<file path="src/source/i2c_pkg.sv">
`default_nettype none

package i2c_pkg;

    localparam int ADDR_W  = 7;  // 7-bit slave address
    localparam int BYTE_W  = 8;
    localparam int COUNT_W = 8;  // acked byte counters, wrap around
    localparam int DC_BIT  = 6;  // D/C# position in the control byte
    localparam int PHASE_W = 2;  // four quarters per bit

    // operations the bit engine knows
    typedef enum logic [1:0] {
        OP_START,
        OP_BYTE,
        OP_STOP
    } bus_op_t;

    // transaction states, also visible at the top level
    typedef enum logic [2:0] {
        ST_IDLE,
        ST_START,
        ST_ADDRESS,
        ST_CONTROL,
        ST_PAYLOAD,
        ST_STOP
    } frame_state_t;

    typedef struct packed {
        logic [ADDR_W-1:0] slave_addr;
        logic [BYTE_W-1:0] control_frame;  // Co and D/C# bits
        logic [BYTE_W-1:0] reg_addr;       // sent when D/C# is 0
        logic [BYTE_W-1:0] data_write;     // sent when D/C# is 1
    } i2c_request_t;

    typedef struct packed {
        bus_op_t           op;
        logic [BYTE_W-1:0] tx_byte;  // only meaningful for OP_BYTE
    } bus_cmd_t;

    // open-drain enables, high pulls the line low
    typedef struct packed {
        logic scl_oe;
        logic sda_oe;
    } bus_pins_t;

endpackage

`default_nettype wire
</file>
<file path="src/source/i2c_bit_engine.sv">
`timescale 1ns/1ps
`default_nettype none

module i2c_bit_engine (
    input  wire                    CLK,
    input  wire                    NRST,
    input  wire                    tick,         // quarter phase strobe
    input  wire i2c_pkg::bus_cmd_t cmd,
    input  wire                    cmd_valid,
    input  wire                    scl_in,       // sensed line levels
    input  wire                    sda_in,
    output i2c_pkg::bus_pins_t     pins,
    output logic                   engine_busy,
    output logic                   op_done,
    output logic                   acked         // valid with op_done of a byte
);

    i2c_pkg::bus_op_t                 op;
    logic [i2c_pkg::PHASE_W-1:0]      phase;
    logic [$clog2(i2c_pkg::BYTE_W):0] bit_cnt;  // 0..7 data, 8 = ack slot
    logic [i2c_pkg::BYTE_W-1:0]       shift_reg;

    logic accept;
    logic step;

    assign accept = cmd_valid && !engine_busy;
    assign step   = engine_busy && tick;

    // outgoing byte, MSB leaves first
    always_ff @(posedge CLK) begin
        if (accept) begin
            shift_reg <= cmd.tx_byte;
        end else if (step && op == i2c_pkg::OP_BYTE && phase == 2'd3) begin
            shift_reg <= shift_reg << 1;
        end
    end

    always_ff @(posedge CLK) begin
        if (!NRST) begin
            op          <= i2c_pkg::OP_START;
            phase       <= '0;
            bit_cnt     <= '0;
            engine_busy <= 1'b0;
            op_done     <= 1'b0;
            acked       <= 1'b0;
            pins        <= '0;  // both lines released
        end else begin
            op_done <= 1'b0;
            if (accept) begin
                op          <= cmd.op;
                phase       <= '0;
                bit_cnt     <= '0;
                engine_busy <= 1'b1;
            end else if (step) begin
                phase <= phase + 1'b1;  // overridden while stretching
                case (op)
                    i2c_pkg::OP_START: begin
                        case (phase)
                            2'd0: pins.sda_oe <= 1'b1;  // SDA falls, SCL still high
                            2'd1: pins.scl_oe <= 1'b1;
                            2'd2: ;                     // hold
                            2'd3: begin
                                op_done     <= 1'b1;
                                engine_busy <= 1'b0;
                            end
                        endcase
                    end

                    i2c_pkg::OP_BYTE: begin
                        if (bit_cnt < i2c_pkg::BYTE_W) begin
                            case (phase)
                                // data only moves while SCL is low
                                2'd0: pins.sda_oe <= !shift_reg[i2c_pkg::BYTE_W-1];
                                2'd1: pins.scl_oe <= 1'b0;
                                2'd2: pins.scl_oe <= 1'b1;
                                2'd3: begin
                                    bit_cnt <= bit_cnt + 1'b1;
                                    // hand SDA to the slave before the ack clock
                                    if (bit_cnt == i2c_pkg::BYTE_W - 1) begin
                                        pins.sda_oe <= 1'b0;
                                    end
                                end
                            endcase
                        end else begin
                            case (phase)
                                2'd0: pins.scl_oe <= 1'b0;
                                2'd1: acked <= !sda_in;  // low means ack
                                2'd2: pins.scl_oe <= 1'b1;
                                2'd3: begin
                                    op_done     <= 1'b1;
                                    engine_busy <= 1'b0;
                                end
                            endcase
                        end
                    end

                    i2c_pkg::OP_STOP: begin
                        case (phase)
                            2'd0: pins.sda_oe <= 1'b1;  // SDA low under low SCL
                            2'd1: pins.scl_oe <= 1'b0;
                            2'd2: begin
                                if (scl_in) begin
                                    pins.sda_oe <= 1'b0;  // SDA rises with SCL high
                                end else begin
                                    phase <= phase;       // slave still stretching
                                end
                            end
                            2'd3: begin
                                op_done     <= 1'b1;
                                engine_busy <= 1'b0;
                            end
                        endcase
                    end

                    default: begin
                        // unknown op, just release the bus and finish
                        pins        <= '0;
                        op_done     <= 1'b1;
                        engine_busy <= 1'b0;
                    end
                endcase
            end
        end
    end

endmodule

`default_nettype wire

</file>
<file path="src/source/i2c_frame_ctrl.sv">
`timescale 1ns/1ps
`default_nettype none

module i2c_frame_ctrl (
    input  wire                        CLK,
    input  wire                        NRST,
    input  wire                        tick,
    input  wire                        start,
    input  wire i2c_pkg::i2c_request_t request,
    input  wire                        engine_busy,
    input  wire                        op_done,
    input  wire                        acked,
    output i2c_pkg::bus_cmd_t          cmd,
    output logic                       cmd_valid,
    output logic                       busy,
    output logic                       nack_seen,
    output logic [i2c_pkg::COUNT_W-1:0] command_count,
    output logic [i2c_pkg::COUNT_W-1:0] data_count,
    output i2c_pkg::frame_state_t      state
);

    i2c_pkg::i2c_request_t      req;  // held for the whole transaction
    i2c_pkg::bus_cmd_t          next_cmd;
    logic [i2c_pkg::BYTE_W-1:0] payload_byte;
    logic                       is_data;
    logic                       issue;

    function automatic i2c_pkg::bus_cmd_t make_cmd(
        input i2c_pkg::bus_op_t           op,
        input logic [i2c_pkg::BYTE_W-1:0] tx_byte
    );
        i2c_pkg::bus_cmd_t c;
        c.op      = op;
        c.tx_byte = tx_byte;
        return c;
    endfunction

    assign is_data      = req.control_frame[i2c_pkg::DC_BIT];
    assign payload_byte = is_data ? req.data_write : req.reg_addr;
    assign busy         = (state != i2c_pkg::ST_IDLE);

    // start accepted in idle on a tick, otherwise each finished op asks for the next
    always_comb begin
        if (state == i2c_pkg::ST_IDLE) begin
            issue = tick && start && !engine_busy;
        end else begin
            issue = op_done && (state != i2c_pkg::ST_STOP);
        end
    end

    always_comb begin
        case (state)
            i2c_pkg::ST_IDLE:
                next_cmd = make_cmd(i2c_pkg::OP_START, 8'h00);
            i2c_pkg::ST_START:
                next_cmd = make_cmd(i2c_pkg::OP_BYTE, {req.slave_addr, 1'b0});  // write
            i2c_pkg::ST_ADDRESS:
                next_cmd = make_cmd(i2c_pkg::OP_BYTE, req.control_frame);
            i2c_pkg::ST_CONTROL:
                next_cmd = make_cmd(i2c_pkg::OP_BYTE, payload_byte);
            default:
                next_cmd = make_cmd(i2c_pkg::OP_STOP, 8'h00);
        endcase
        // nack on any byte goes straight to stop
        if (state != i2c_pkg::ST_IDLE && state != i2c_pkg::ST_START && !acked) begin
            next_cmd = make_cmd(i2c_pkg::OP_STOP, 8'h00);
        end
    end

    always_ff @(posedge CLK) begin
        if (issue) begin
            cmd <= next_cmd;
        end
        if (issue && state == i2c_pkg::ST_IDLE) begin
            req <= request;
        end
    end

    always_ff @(posedge CLK) begin
        if (!NRST) begin
            state         <= i2c_pkg::ST_IDLE;
            cmd_valid     <= 1'b0;
            nack_seen     <= 1'b0;
            command_count <= '0;
            data_count    <= '0;
        end else begin
            cmd_valid <= issue;
            case (state)
                i2c_pkg::ST_IDLE: begin
                    if (issue) begin
                        nack_seen <= 1'b0;
                        state     <= i2c_pkg::ST_START;
                    end
                end
                i2c_pkg::ST_START: begin
                    if (op_done) state <= i2c_pkg::ST_ADDRESS;
                end
                i2c_pkg::ST_ADDRESS: begin
                    if (op_done) begin
                        state     <= acked ? i2c_pkg::ST_CONTROL : i2c_pkg::ST_STOP;
                        nack_seen <= !acked;
                    end
                end
                i2c_pkg::ST_CONTROL: begin
                    if (op_done) begin
                        state     <= acked ? i2c_pkg::ST_PAYLOAD : i2c_pkg::ST_STOP;
                        nack_seen <= !acked;
                    end
                end
                i2c_pkg::ST_PAYLOAD: begin
                    if (op_done) begin
                        state     <= i2c_pkg::ST_STOP;
                        nack_seen <= !acked;
                        if (acked && is_data) begin
                            data_count <= data_count + 1'b1;
                        end else if (acked) begin
                            command_count <= command_count + 1'b1;
                        end
                    end
                end
                i2c_pkg::ST_STOP: begin
                    if (op_done) state <= i2c_pkg::ST_IDLE;  // busy falls here
                end
                default: state <= i2c_pkg::ST_IDLE;
            endcase
        end
    end

endmodule

`default_nettype wire

</file>
<file path="src/source/i2c_master.sv">
`timescale 1ns/1ps
`default_nettype none

module i2c_master (
    input  wire                         CLK,
    input  wire                         NRST,
    input  wire                         tick,     // one-cycle rate strobe
    input  wire                         start,
    input  wire i2c_pkg::i2c_request_t  request,  // stable until busy falls
    input  wire                         scl_in,
    input  wire                         sda_in,
    output wire i2c_pkg::bus_pins_t     pins,     // to the external pads
    output wire                         busy,
    output wire                         nack_seen,
    output wire [i2c_pkg::COUNT_W-1:0]  command_count,
    output wire [i2c_pkg::COUNT_W-1:0]  data_count,
    output wire i2c_pkg::frame_state_t  state
);

    // controller to engine
    wire i2c_pkg::bus_cmd_t cmd;
    wire                    cmd_valid;
    wire                    engine_busy;
    wire                    op_done;
    wire                    acked;

    i2c_frame_ctrl u_frame_ctrl (
        .CLK           (CLK),
        .NRST          (NRST),
        .tick          (tick),
        .start         (start),
        .request       (request),
        .engine_busy   (engine_busy),
        .op_done       (op_done),
        .acked         (acked),
        .cmd           (cmd),
        .cmd_valid     (cmd_valid),
        .busy          (busy),
        .nack_seen     (nack_seen),
        .command_count (command_count),
        .data_count    (data_count),
        .state         (state)
    );

    i2c_bit_engine u_bit_engine (
        .CLK         (CLK),
        .NRST        (NRST),
        .tick        (tick),
        .cmd         (cmd),
        .cmd_valid   (cmd_valid),
        .scl_in      (scl_in),
        .sda_in      (sda_in),
        .pins        (pins),
        .engine_busy (engine_busy),
        .op_done     (op_done),
        .acked       (acked)
    );

endmodule

`default_nettype wire

</file>
<file path="config.mk">
export PLATFORM = sky130hd
export DESIGN_NAME = i2c_master
export DESIGN_NICKNAME = d
export VERILOG_FILES = /design/src/source/i2c_pkg.sv /design/src/source/i2c_bit_engine.sv /design/src/source/i2c_frame_ctrl.sv /design/src/source/i2c_master.sv
export SDC_FILE = /design/constraint.sdc
export NUM_CORES = 1
export LEC_CHECK = 0
export BUFFER_PORTS_ARGS = -buffer_cell sky130_fd_sc_hd__buf_2
export CAP_MARGIN = 5
export CELL_PAD_IN_SITES_DETAIL_PLACEMENT = 1
export CELL_PAD_IN_SITES_GLOBAL_PLACEMENT = 2
export CORE_UTILIZATION = 40
export CTS_CLUSTER_SIZE = 30
export DETAILED_ROUTE_END_ITERATION = 10
export PLACE_DENSITY_LB_ADDON = 0.25
export SLEW_MARGIN = 25
export SYNTH_ARGS = -nofsm -noshare
export SYNTH_HDL_FRONTEND = slang
export SYNTH_SLANG_ARGS = --single-unit
</file>
<file path="constraint.sdc">
create_clock -name CLK -period 5.6 [get_ports CLK]
set_input_delay 0.28 -clock CLK [delete_from_list [all_inputs] [get_ports CLK]]
set_output_delay 0.28 -clock CLK [all_outputs]
set_load 0.01 [all_outputs]
</file>
# Word level (Yosys, flattened, before mapping)
# Index checks and enable logic that the tools add are counted.
[classes]
addsub = 4
order_cmp = 1
eq_ne = 31
n_mux = 40
bitwise_logic = 5
reduce_logical = 36
[op_table]
columns = ["operator", "count"]
rows = [
  ["$pmux W10 S4", 1],
  ["$mux W8", 3],
  ["$mux W3", 7],
  ["$ne A2 B1 Y1 const B", 9],
  ["$pmux W3 S6", 1],
  ["$mux W1", 17],
  ["$add A8 B1 Y8 const B", 2],
  ["$pmux W1 S2", 7],
  ["$ne A3 B3 Y1 const B", 4],
  ["$reduce_and A6 Y1", 2],
  ["$logic_and A1 B1 Y1", 11],
  ["$ne A4 B4 Y1 const B", 2],
  ["$reduce_and A4 Y1", 2],
  ["$reduce_and A8 Y1", 1],
  ["$eq A2 B2 Y1 const B", 3],
  ["$eq A3 B2 Y1 const B", 2],
  ["$eq A3 B3 Y1 const B", 2],
  ["$mux W2", 3],
  ["$ne A3 B2 Y1 const B", 2],
  ["$pmux W2 S3", 1],
  ["$reduce_and A3 Y1", 2],
  ["$reduce_bool A2 Y1", 3],
  ["$reduce_or A3 Y1", 2],
  ["$not A1 Y1", 5],
  ["other kinds (15)", 23],
]
[totals]
regBits = 83
inputBits = 37
out_inout_bits = 23
wordCells = 137

# Depth between registers and ports, before layout
# Gate-level depths: netlist (run 1).
[logic_depth]
depth_word = 6
mapped_depth = 6

# By module
# Synthesis (run 1) repeated with hierarchy kept, for this count alone.
[unflattened]
hier_cells = 316
area_unflattened_um2 = 3701.0
[modules_own_cells]
columns = ["mod", "instances", "cells_per_inst", "area_each_um2", "seq_area_each_um2"]
rows = [
  ["i2c_frame_ctrl", 1, 218, 2656.3, 1651.6],
  ["i2c_bit_engine", 1, 98, 1044.8, 500.5],
]

# Worst setup path after synthesis (run 1)
# OpenSTA, ideal clock, no wires.
[synth_timing]
kind = "register to register"
startpoint = "reg u_frame_ctrl.state[2]"
endpoint = "reg u_frame_ctrl.req (netlist bit u_frame_ctrl.is_data), enable pin"
setup_ns = 0.421
t_arrival_ns = 2.317
required_time_ns = 5.179
path_slack_ns = 2.862
stages_incl_launch_ff = 4
path_buffers = 1
path_cell_list = "dfxtp_1 > buf_2 > or3_1 > nor2_1"
[synth_via]
elab_chain_cells = 4
[synth_lines]
columns = ["item", "line_no", "source"]
rows = [
  ["from (decl)", "i2c_frame_ctrl.sv:19", "output i2c_pkg::frame_state_t state"],
  ["from (signal assigned)", "i2c_frame_ctrl.sv:81", "state <= i2c_pkg::ST_IDLE;"],
  ["from (signal assigned)", "i2c_frame_ctrl.sv:92", "state <= i2c_pkg::ST_START;"],
  ["from (signal assigned)", "i2c_frame_ctrl.sv:96", "if (op_done) state <= i2c_pkg::ST_ADDRESS;"],
  ["$ne A3 B3 Y1", "i2c_frame_ctrl.sv:47", "issue = op_done && (state != i2c_pkg::ST_STOP);"],
  ["$logic_and A1 B1 Y1", "i2c_frame_ctrl.sv:47", ""],
  ["$mux W1", "i2c_frame_ctrl.sv:44", "if (state == i2c_pkg::ST_IDLE) begin"],
  ["$logic_and A1 B1 Y1 *", "i2c_frame_ctrl.sv:74", "if (issue && state == i2c_pkg::ST_IDLE) begin"],
  ["to (signal assigned)", "i2c_frame_ctrl.sv:75", "req <= request;"],
  ["to (decl)", "i2c_frame_ctrl.sv:22", "i2c_pkg::i2c_request_t req;"],
]
# Every way passes the cells marked *; elsewhere a longest branch is shown, timed or not.
# A chain may end at the register's enable or synchronous reset.

# Final worst setup path (run 1)
[layout_timing]
startpoint = "reg u_frame_ctrl.state[2]"
endpoint = "reg u_frame_ctrl.data_count[6] in the netlist's numbering"
[layout_via]
elab_chain_cells = 2
[layout_lines]
columns = ["item", "line_no", "source"]
rows = [
  ["$eq A3 B3 Y1", "i2c_frame_ctrl.sv:88", "case (state)"],
  ["$reduce_and A3 Y1 (no source line)", "-", ""],
  ["to (signal assigned)", "i2c_frame_ctrl.sv:115", "data_count <= data_count + 1'b1;"],
  ["to (decl)", "i2c_frame_ctrl.sv:18", "output logic [i2c_pkg::COUNT_W-1:0] data_count,"],
]
# Every way passes these cells.

==> results of run 1 <==
worst reg2reg max path, delay by kind of cell (launching register included):
family,cells,cell delay (ns)
DFF,1,0.72
AOI/OAI and AO/OA,1,0.15
and+or+nand+nor,3,1.07
synth_stat cells, types with 6 or more instances:
master / n
or3_1: 7
clkbuf_1: 9
nor2b_1: 7
mux2i_1: 13
ha_1: 9
dfxtp_1: 34
o22a_1: 6
inv_1: 11
nor2_1: 33
a21oi_1: 16
nand2_1: 12
o21ai_0: 14
mux2_2: 8
edfxtp_1: 49
a22oi_1: 9
nand3_1: 6
per-layer routing:
layer	track usage, %	up-vias	share of wire (%)
li1	-	1261	-
met1	20.6	1193	47
met2	25.5	44	48
met3	4.17	7	3.4
met4	5.77	0	1.3
met5	0	-	0
through the flow:
step                      area [um^2]  worst slack, ns
after floorplan                  3640             2.86
after global placement           4010             3.69
after detailed placement         4010             3.60
after CTS                        4200             3.59
after global routing             4200             3.41
final                            4200             3.60
cell type report:
type	count	area, um^2
inverter	12	45.0
timing repair buffer	61	310
sequential	83	2150
clock inverter	6	47.5
tap	108	135
fill	978	4570
multi-input combinational	201	1370
clock buffer	10	138
logic make-up after synthesis:
kind of cell / Yosys count / share of synthesized area [%]
simple gates: 102 / 15.4
mux: 21 / 6.06
buf+inv: 28 / 3.23
xor+xnor: 7 / 1.69
fa+ha+maj: 10 / 3.37
flops: 83 / 59.2
compound gates: 61 / 11.0
path summary, 6_finish.rpt:
check,cells past startpoint,slack [ns],endpoint,start
setup / recovery,4,3.60,u_frame_ctrl.data_count[6],u_frame_ctrl.state[2]
hold / removal,1,0.10,u_frame_ctrl.req[11],request[11]
setup reg to reg,4,3.60,u_frame_ctrl.data_count[6],u_frame_ctrl.state[2]
hold reg to reg,2,0.47,u_bit_engine.pins[0],u_bit_engine.pins[0]
power by group through the flow:
stage	clock network [mW]	registers, mW	logic (mW)
after detailed placement	0	0.693	0.0593
after CTS	0.412	0.678	0.0595
after global placement	0	0.691	0.0578
final	0.397	0.678	0.0578
after global routing	0.434	0.680	0.0653
after floorplan	0	0.686	0.0391
==> reports/results.ini, run 1 <==
[outcome]
outcome = finished, final reports clean

[worst_setup_path]
crit_buf_inv = 0
critical_path_class = reg2reg
cp.arrival_ns = 2.27
crit_fanout = 20
crit_chain = and4bb_4, nand4_1, or3_1, a21oi_1
cp-end-kind = flop
crit_required_ns = 5.87
cpMaxStageDelayCell = dfxtp_1
critPathLaunchType = flop
critical_path.max_stage_delay_ns = 0.72
cpLargestDelayFamily = simple AND/OR/NAND/NOR gates

[drt]
routedWlPerCell_um = 14.9
drcViolationCount = 0
antenna_left = 0
num_vias = 2505
drt-total-wl_um = 7150
firstDrtPassIters = 4
via_per_inst = 5.21
drt_iter0_drc = 76

[layout]
area_delta_synth_final_pct = 15.4
layout_commonest_cell = buf_2
diodes = 0
top_register = u_frame_ctrl.req
fin_util_pct = 47.9
largest_reg_flops = 30
final_cells = 481
final_cell_mix = 59 x buf_2, 49 x edfxtp_1, 34 x dfxtp_1
fin_nets = 414
top_regs = u_frame_ctrl.req (30), u_frame_ctrl.cmd (10)
drive_above_1_share_pct = 24.1

[timing]
slew_violations = 0
grt_setup_unrepaired = no
hold_viol = 0
fmax_ghz = 0.499
tns_ns = 0
fin_skew_ns = 0.0102
period_minus_slack_ns = 2.00
finalSetupViolCount = 0
worstMarginPinSlew_ns = 0.907
period_share_pct = 35.8
slew_headroom_pct = 39.4
whs_ns = 0.103

[global_routing]
grt_max_degree = 33
grt_first_pass_wirelength_um = 11900
antenna_found_initial = 0
grt_pass1_vias = 2521
grtUsageTotal_pct = 15.8
overflow = 0

[synth]
seq_area_frac_synth_pct = 59.2
synth_edf_count = 49
synth_nets = 358
yosysTopAreaCellShare_pct = 40.5
avgSynthCellArea_um2 = 11.7
synth.cell_area_mm2 = 0.00364
async_flop_share_pct = 0
synthFlopType = edfxtp_1
yosys.area.top_type = edfxtp_1
yosys.cell_types.count = 50
synth.area.top_cells = edfxtp_1 40%, dfxtp_1 19%, mux2i_1 3.6%
yosysWarnings = 0
synth_seq_cells = 83
syn_inst = 312

[flow_run]
max-cap-violations = 0

[floorplanning]
io_pins = 60
rows = 34
die_h_um = 97.3
dieArea_mm2 = 0.00948
dieWidth_um = 97.3
coreArea_mm2 = 0.00876
start_util_pct = 41.5

[cts]
cts_resized = 0
root_buffer = clkbuf_8
cts_inserted_buffers = 9
clk_pin_slew_ns = 0.09
cts_setup_buffers = 0
clock_latency_ns = 0.35
cts_tree = built
htreeDepth = 3
cts-hold-fix-buffers = 0
clock_sinks = 83
clock_path_buffers = 2

[pwr]
switchingPower_uw = 263
vdd_drop_max_mv = 0.152
switching_share_pct = 23.2
clockPowerShare_pct = 35.1
intPower_uw = 870
p_total_mw = 1.13
power_leakage_nw = 1.60
powerDensity_mw_per_mm2 = 270
combPwrFrac_pct = 5.1
power_frac_seq_pct = 59.8

[placement]
place_hpwl_um = 5130
gp_congestion = 0.707
post-place-cells = 465
portBuffers = 59

[worst_hold_path]
holdCritPathClass = in2reg

Power figures use the tool's default switching activity.
==> inputs of run 2 (changes only) <==
ABC_AREA = 1   (was unset)
CORE_UTILIZATION = 31   (was 40)
clock period = 1.8 ns   (was 5.6 ns; I/O delays follow)
==> run 2 against run 1 <==
Against the previous run:
- sequential share of layout area fell by 6.6 points
- flip-flop and latch count did not move
- synthesized area rose by 2.3%
- non-clock buffer count rose by 34
- die area rose by 31%
- register-to-register slack got worse by 3.3 ns
- critical path depth rose by 1
- clock power rose to 4.8 times the previous value
- largest cell class unchanged
==> reports/results.ini, run 2 <==
[outcome]
outcome = finished, final reports clean

[cts]
clock_latency_ns = 0.34  ; about the same
cts_inserted_buffers = 9  ; unchanged
cts_resized = 0  ; unchanged
clk_pin_slew_ns = 0.06  ; -0.03 ns
clock_sinks = 83  ; unchanged
root_buffer = clkbuf_16
clock_path_buffers = 2  ; unchanged
cts_tree = built
htreeDepth = 3  ; unchanged

[drt]
via_per_inst = 4.62  ; -11%
antenna_left = 0  ; unchanged
num_vias = 3050  ; +22%
firstDrtPassIters = 4  ; unchanged
drcViolationCount = 0  ; unchanged
routedWlPerCell_um = 13.5  ; -9.5%
drt_iter0_drc = 83  ; +9.2%
drt-total-wl_um = 8880  ; +24%

[timing]
slew_violations = 0  ; unchanged
tns_ns = 0  ; unchanged
whs_ns = 0.0682  ; -0.0346 ns
setup_slack_ns = 0.278  ; -3.32 ns
grt_setup_unrepaired = no
fin_skew_ns = 0.00649  ; -0.00369 ns
hold_viol = 0  ; unchanged
worstMarginPinSlew_ns = 0.366  ; -0.541 ns
fmax_ghz = 0.657  ; +32%
period_minus_slack_ns = 1.52  ; -0.480 ns
slew_headroom_pct = 75.6  ; +36 points
period_share_pct = 84.6  ; +49 points
finalSetupViolCount = 0  ; unchanged

[layout]
regArea_mm2 = 0.00215  ; unchanged
top_register = u_frame_ctrl.req
fin_nets = 558  ; +35%
fillers = 1372  ; +40%
fin_util_pct = 41.7  ; -6.2 points
drive_above_1_share_pct = 18.8  ; -5.4 points
top_regs = u_frame_ctrl.req (30), u_frame_ctrl.cmd (10)
layout_commonest_cell = nand2_1
area_delta_synth_final_pct = 29.5
final_cell_mix = 120 x nand2_1, 59 x buf_2, 49 x edfxtp_1
largest_reg_flops = 30  ; unchanged
diodes = 0  ; unchanged
multi_input_comb_area_mm2 = 0.00134  ; -2.1%

[global_routing]
antenna_found_initial = 0  ; unchanged
grt_first_pass_wirelength_um = 15400  ; +29%
grt_max_degree = 26  ; -21%
grt_pass1_vias = 3219  ; +28%
grtUsageTotal_pct = 16.1  ; +0.30 points
overflow = 0  ; unchanged

[synth]
synthTopCellsByCount = 120 x nand2_1, 49 x edfxtp_1, 47 x inv_1
synth.cell_area_mm2 = 0.00372  ; +2.3%
synth.area.top_cells = edfxtp_1 40%, dfxtp_1 18%, nand2_1 12%
yosys.area.top_type = edfxtp_1
synthFlopType = edfxtp_1
yosys.cell_types.count = 31  ; -38%
yosysTopAreaCellShare_pct = 39.6  ; -0.90 points
avgSynthCellArea_um2 = 9.00  ; -23%
synth.most_common_cell = nand2_1
synth_seq_cells = 83  ; unchanged
synth_edf_count = 49  ; unchanged
async_flop_share_pct = 0  ; unchanged
seq_area_frac_synth_pct = 57.9  ; -1.3 points
syn_inst = 413  ; +32%
synth_nets = 459  ; +28%
yosysWarnings = 0  ; unchanged

[worst_setup_path]
cpMaxStageDelayCell = dfxtp_1
cp.arrival_ns = 1.53  ; -0.74 ns
cp-end-kind = flop
reg2reg_to = u_bit_engine.shift_reg[4]
crit_fanout = 8  ; -60%
critical_path.max_stage_delay_ns = 0.42  ; -0.30 ns
critPathMostFrequentCell = nand2_1
critical_path_class = reg2reg
r2r_start = u_bit_engine.phase[0]
crit_chain = ha_1, inv_1, nor2_1, nand2_1, nand2_1
critPathLaunchType = flop
reg2reg_depth = 5  ; +1
r2r_slack_ns = 0.28  ; -3.32 ns
crit_buf_inv = 1  ; +1
cpLargestDelayFamily = simple AND/OR/NAND/NOR gates
crit_required_ns = 1.81  ; -4.06 ns

[pwr]
power_leakage_nw = 2.05  ; +28%
powerDensity_mw_per_mm2 = 1250  ; +360%
vdd_drop_max_mv = 0.618  ; +310%

[floorplanning]
die_h_um = 112  ; +15%
coreArea_mm2 = 0.0116  ; +32%
start_util_pct = 32.2  ; -9.3 points
dieArea_mm2 = 0.0124  ; +31%
io_pins = 60  ; unchanged
rows = 39  ; +15%
dieWidth_um = 112  ; +15%

[flow_run]
max-cap-violations = 0  ; unchanged

[worst_hold_path]
min_path_cells = 3  ; +2
hp-start = NRST
holdCritPathClass = in2reg
hold_path_end = u_bit_engine.pins[0]

[placement]
place_hpwl_um = 6460  ; +26%
gp_congestion = 0.794  ; +12%
dp_slack_ns = 0.252  ; -3.35 ns
portBuffers = 59  ; unchanged

==> run 2: cell count changes after synthesis, moves of 10 or more <==
cell	change
inv_1	+36
nand2_1	+108
mux2i_1	-13
a21oi_1	+10
nand3_1	+15
==> run 2: logic make-up (layout without fill, tap and decap cells) <==
group	after synthesis	after routing	share of synthesized area, %
adders and majority gates	9	9	3.03
buffers and inverters	57	161	6.29
and+or+nand+nor	204	204	24.0
xor gates and xnor gates	1	1	0.236
AOI/OAI and AO/OA	59	59	8.61
DFF	83	83	57.9
==> run 2: area by class of cell <==
class	instances	area share (%)
clock buffer	10	4.75
tap	143	3.71
inverter	50	3.90
timing repair buffer	95	13.6
multi-input combinational	273	27.8
clock inverter	6	1.53
sequential	83	44.7
==> run 2: worst min-delay path, stage by stage <==
cell     delay, ns
buf_2         0.17
nand2_1       0.08
nor2_1        0.03
==> run 2: how the worst max path moves through the flow <==
stage                     slack, ns  depth (start not counted)                        end             startpoint
after floorplan                0.07                          4        u_frame_ctrl.cmd[0]  u_frame_ctrl.state[1]
after CTS                      0.24                          5  u_bit_engine.shift_reg[4]  u_bit_engine.phase[0]
after detailed placement       0.25                          5  u_bit_engine.shift_reg[4]  u_bit_engine.phase[0]
after global placement         0.33                          4       u_frame_ctrl.req[26]  u_frame_ctrl.state[1]
final                          0.28                          5  u_bit_engine.shift_reg[4]  u_bit_engine.phase[0]
after global routing            0.1                          5  u_bit_engine.shift_reg[4]  u_bit_engine.phase[0]
==> run 2: timing repair <==
action	4_1_cts	5_1_grt
hold buffers	31	0
buffers inserted	0	0
endpoints found under the hold margin	31	0
==> run 2: power by group <==
group          internal (mW)  switching [mW]  leakage [nW]
combinational          0.485           0.932          1.18
clock                   1.09           0.795         0.141
sequential              2.52           0.179         0.734
total                   4.10            1.91          2.05
==> run 2: metal layers <==
| metal | global-route usage, % | vias to the layer above | part of all wire, % |
|---|---|---|---|
| li1 | - | 1560 | - |
| met1 | 19.6 | 1433 | 46 |
| met2 | 27.3 | 45 | 48 |
| met3 | 3.65 | 12 | 3.6 |
| met4 | 7.57 | 0 | 2.1 |
| met5 | 0 | - | 0 |
==> run 2: per-stage QoR <==
stage | area, um^2 | instances | total power, mW
after floorplan | 3730 | 413 | 3.65
after global placement | 4200 | 613 | 4.10
after detailed placement | 4200 | 613 | 4.14
after CTS | 4820 | 660 | 6.10
after global routing | 4820 | 660 | 6.41
final | 4820 | 660 | 6.01
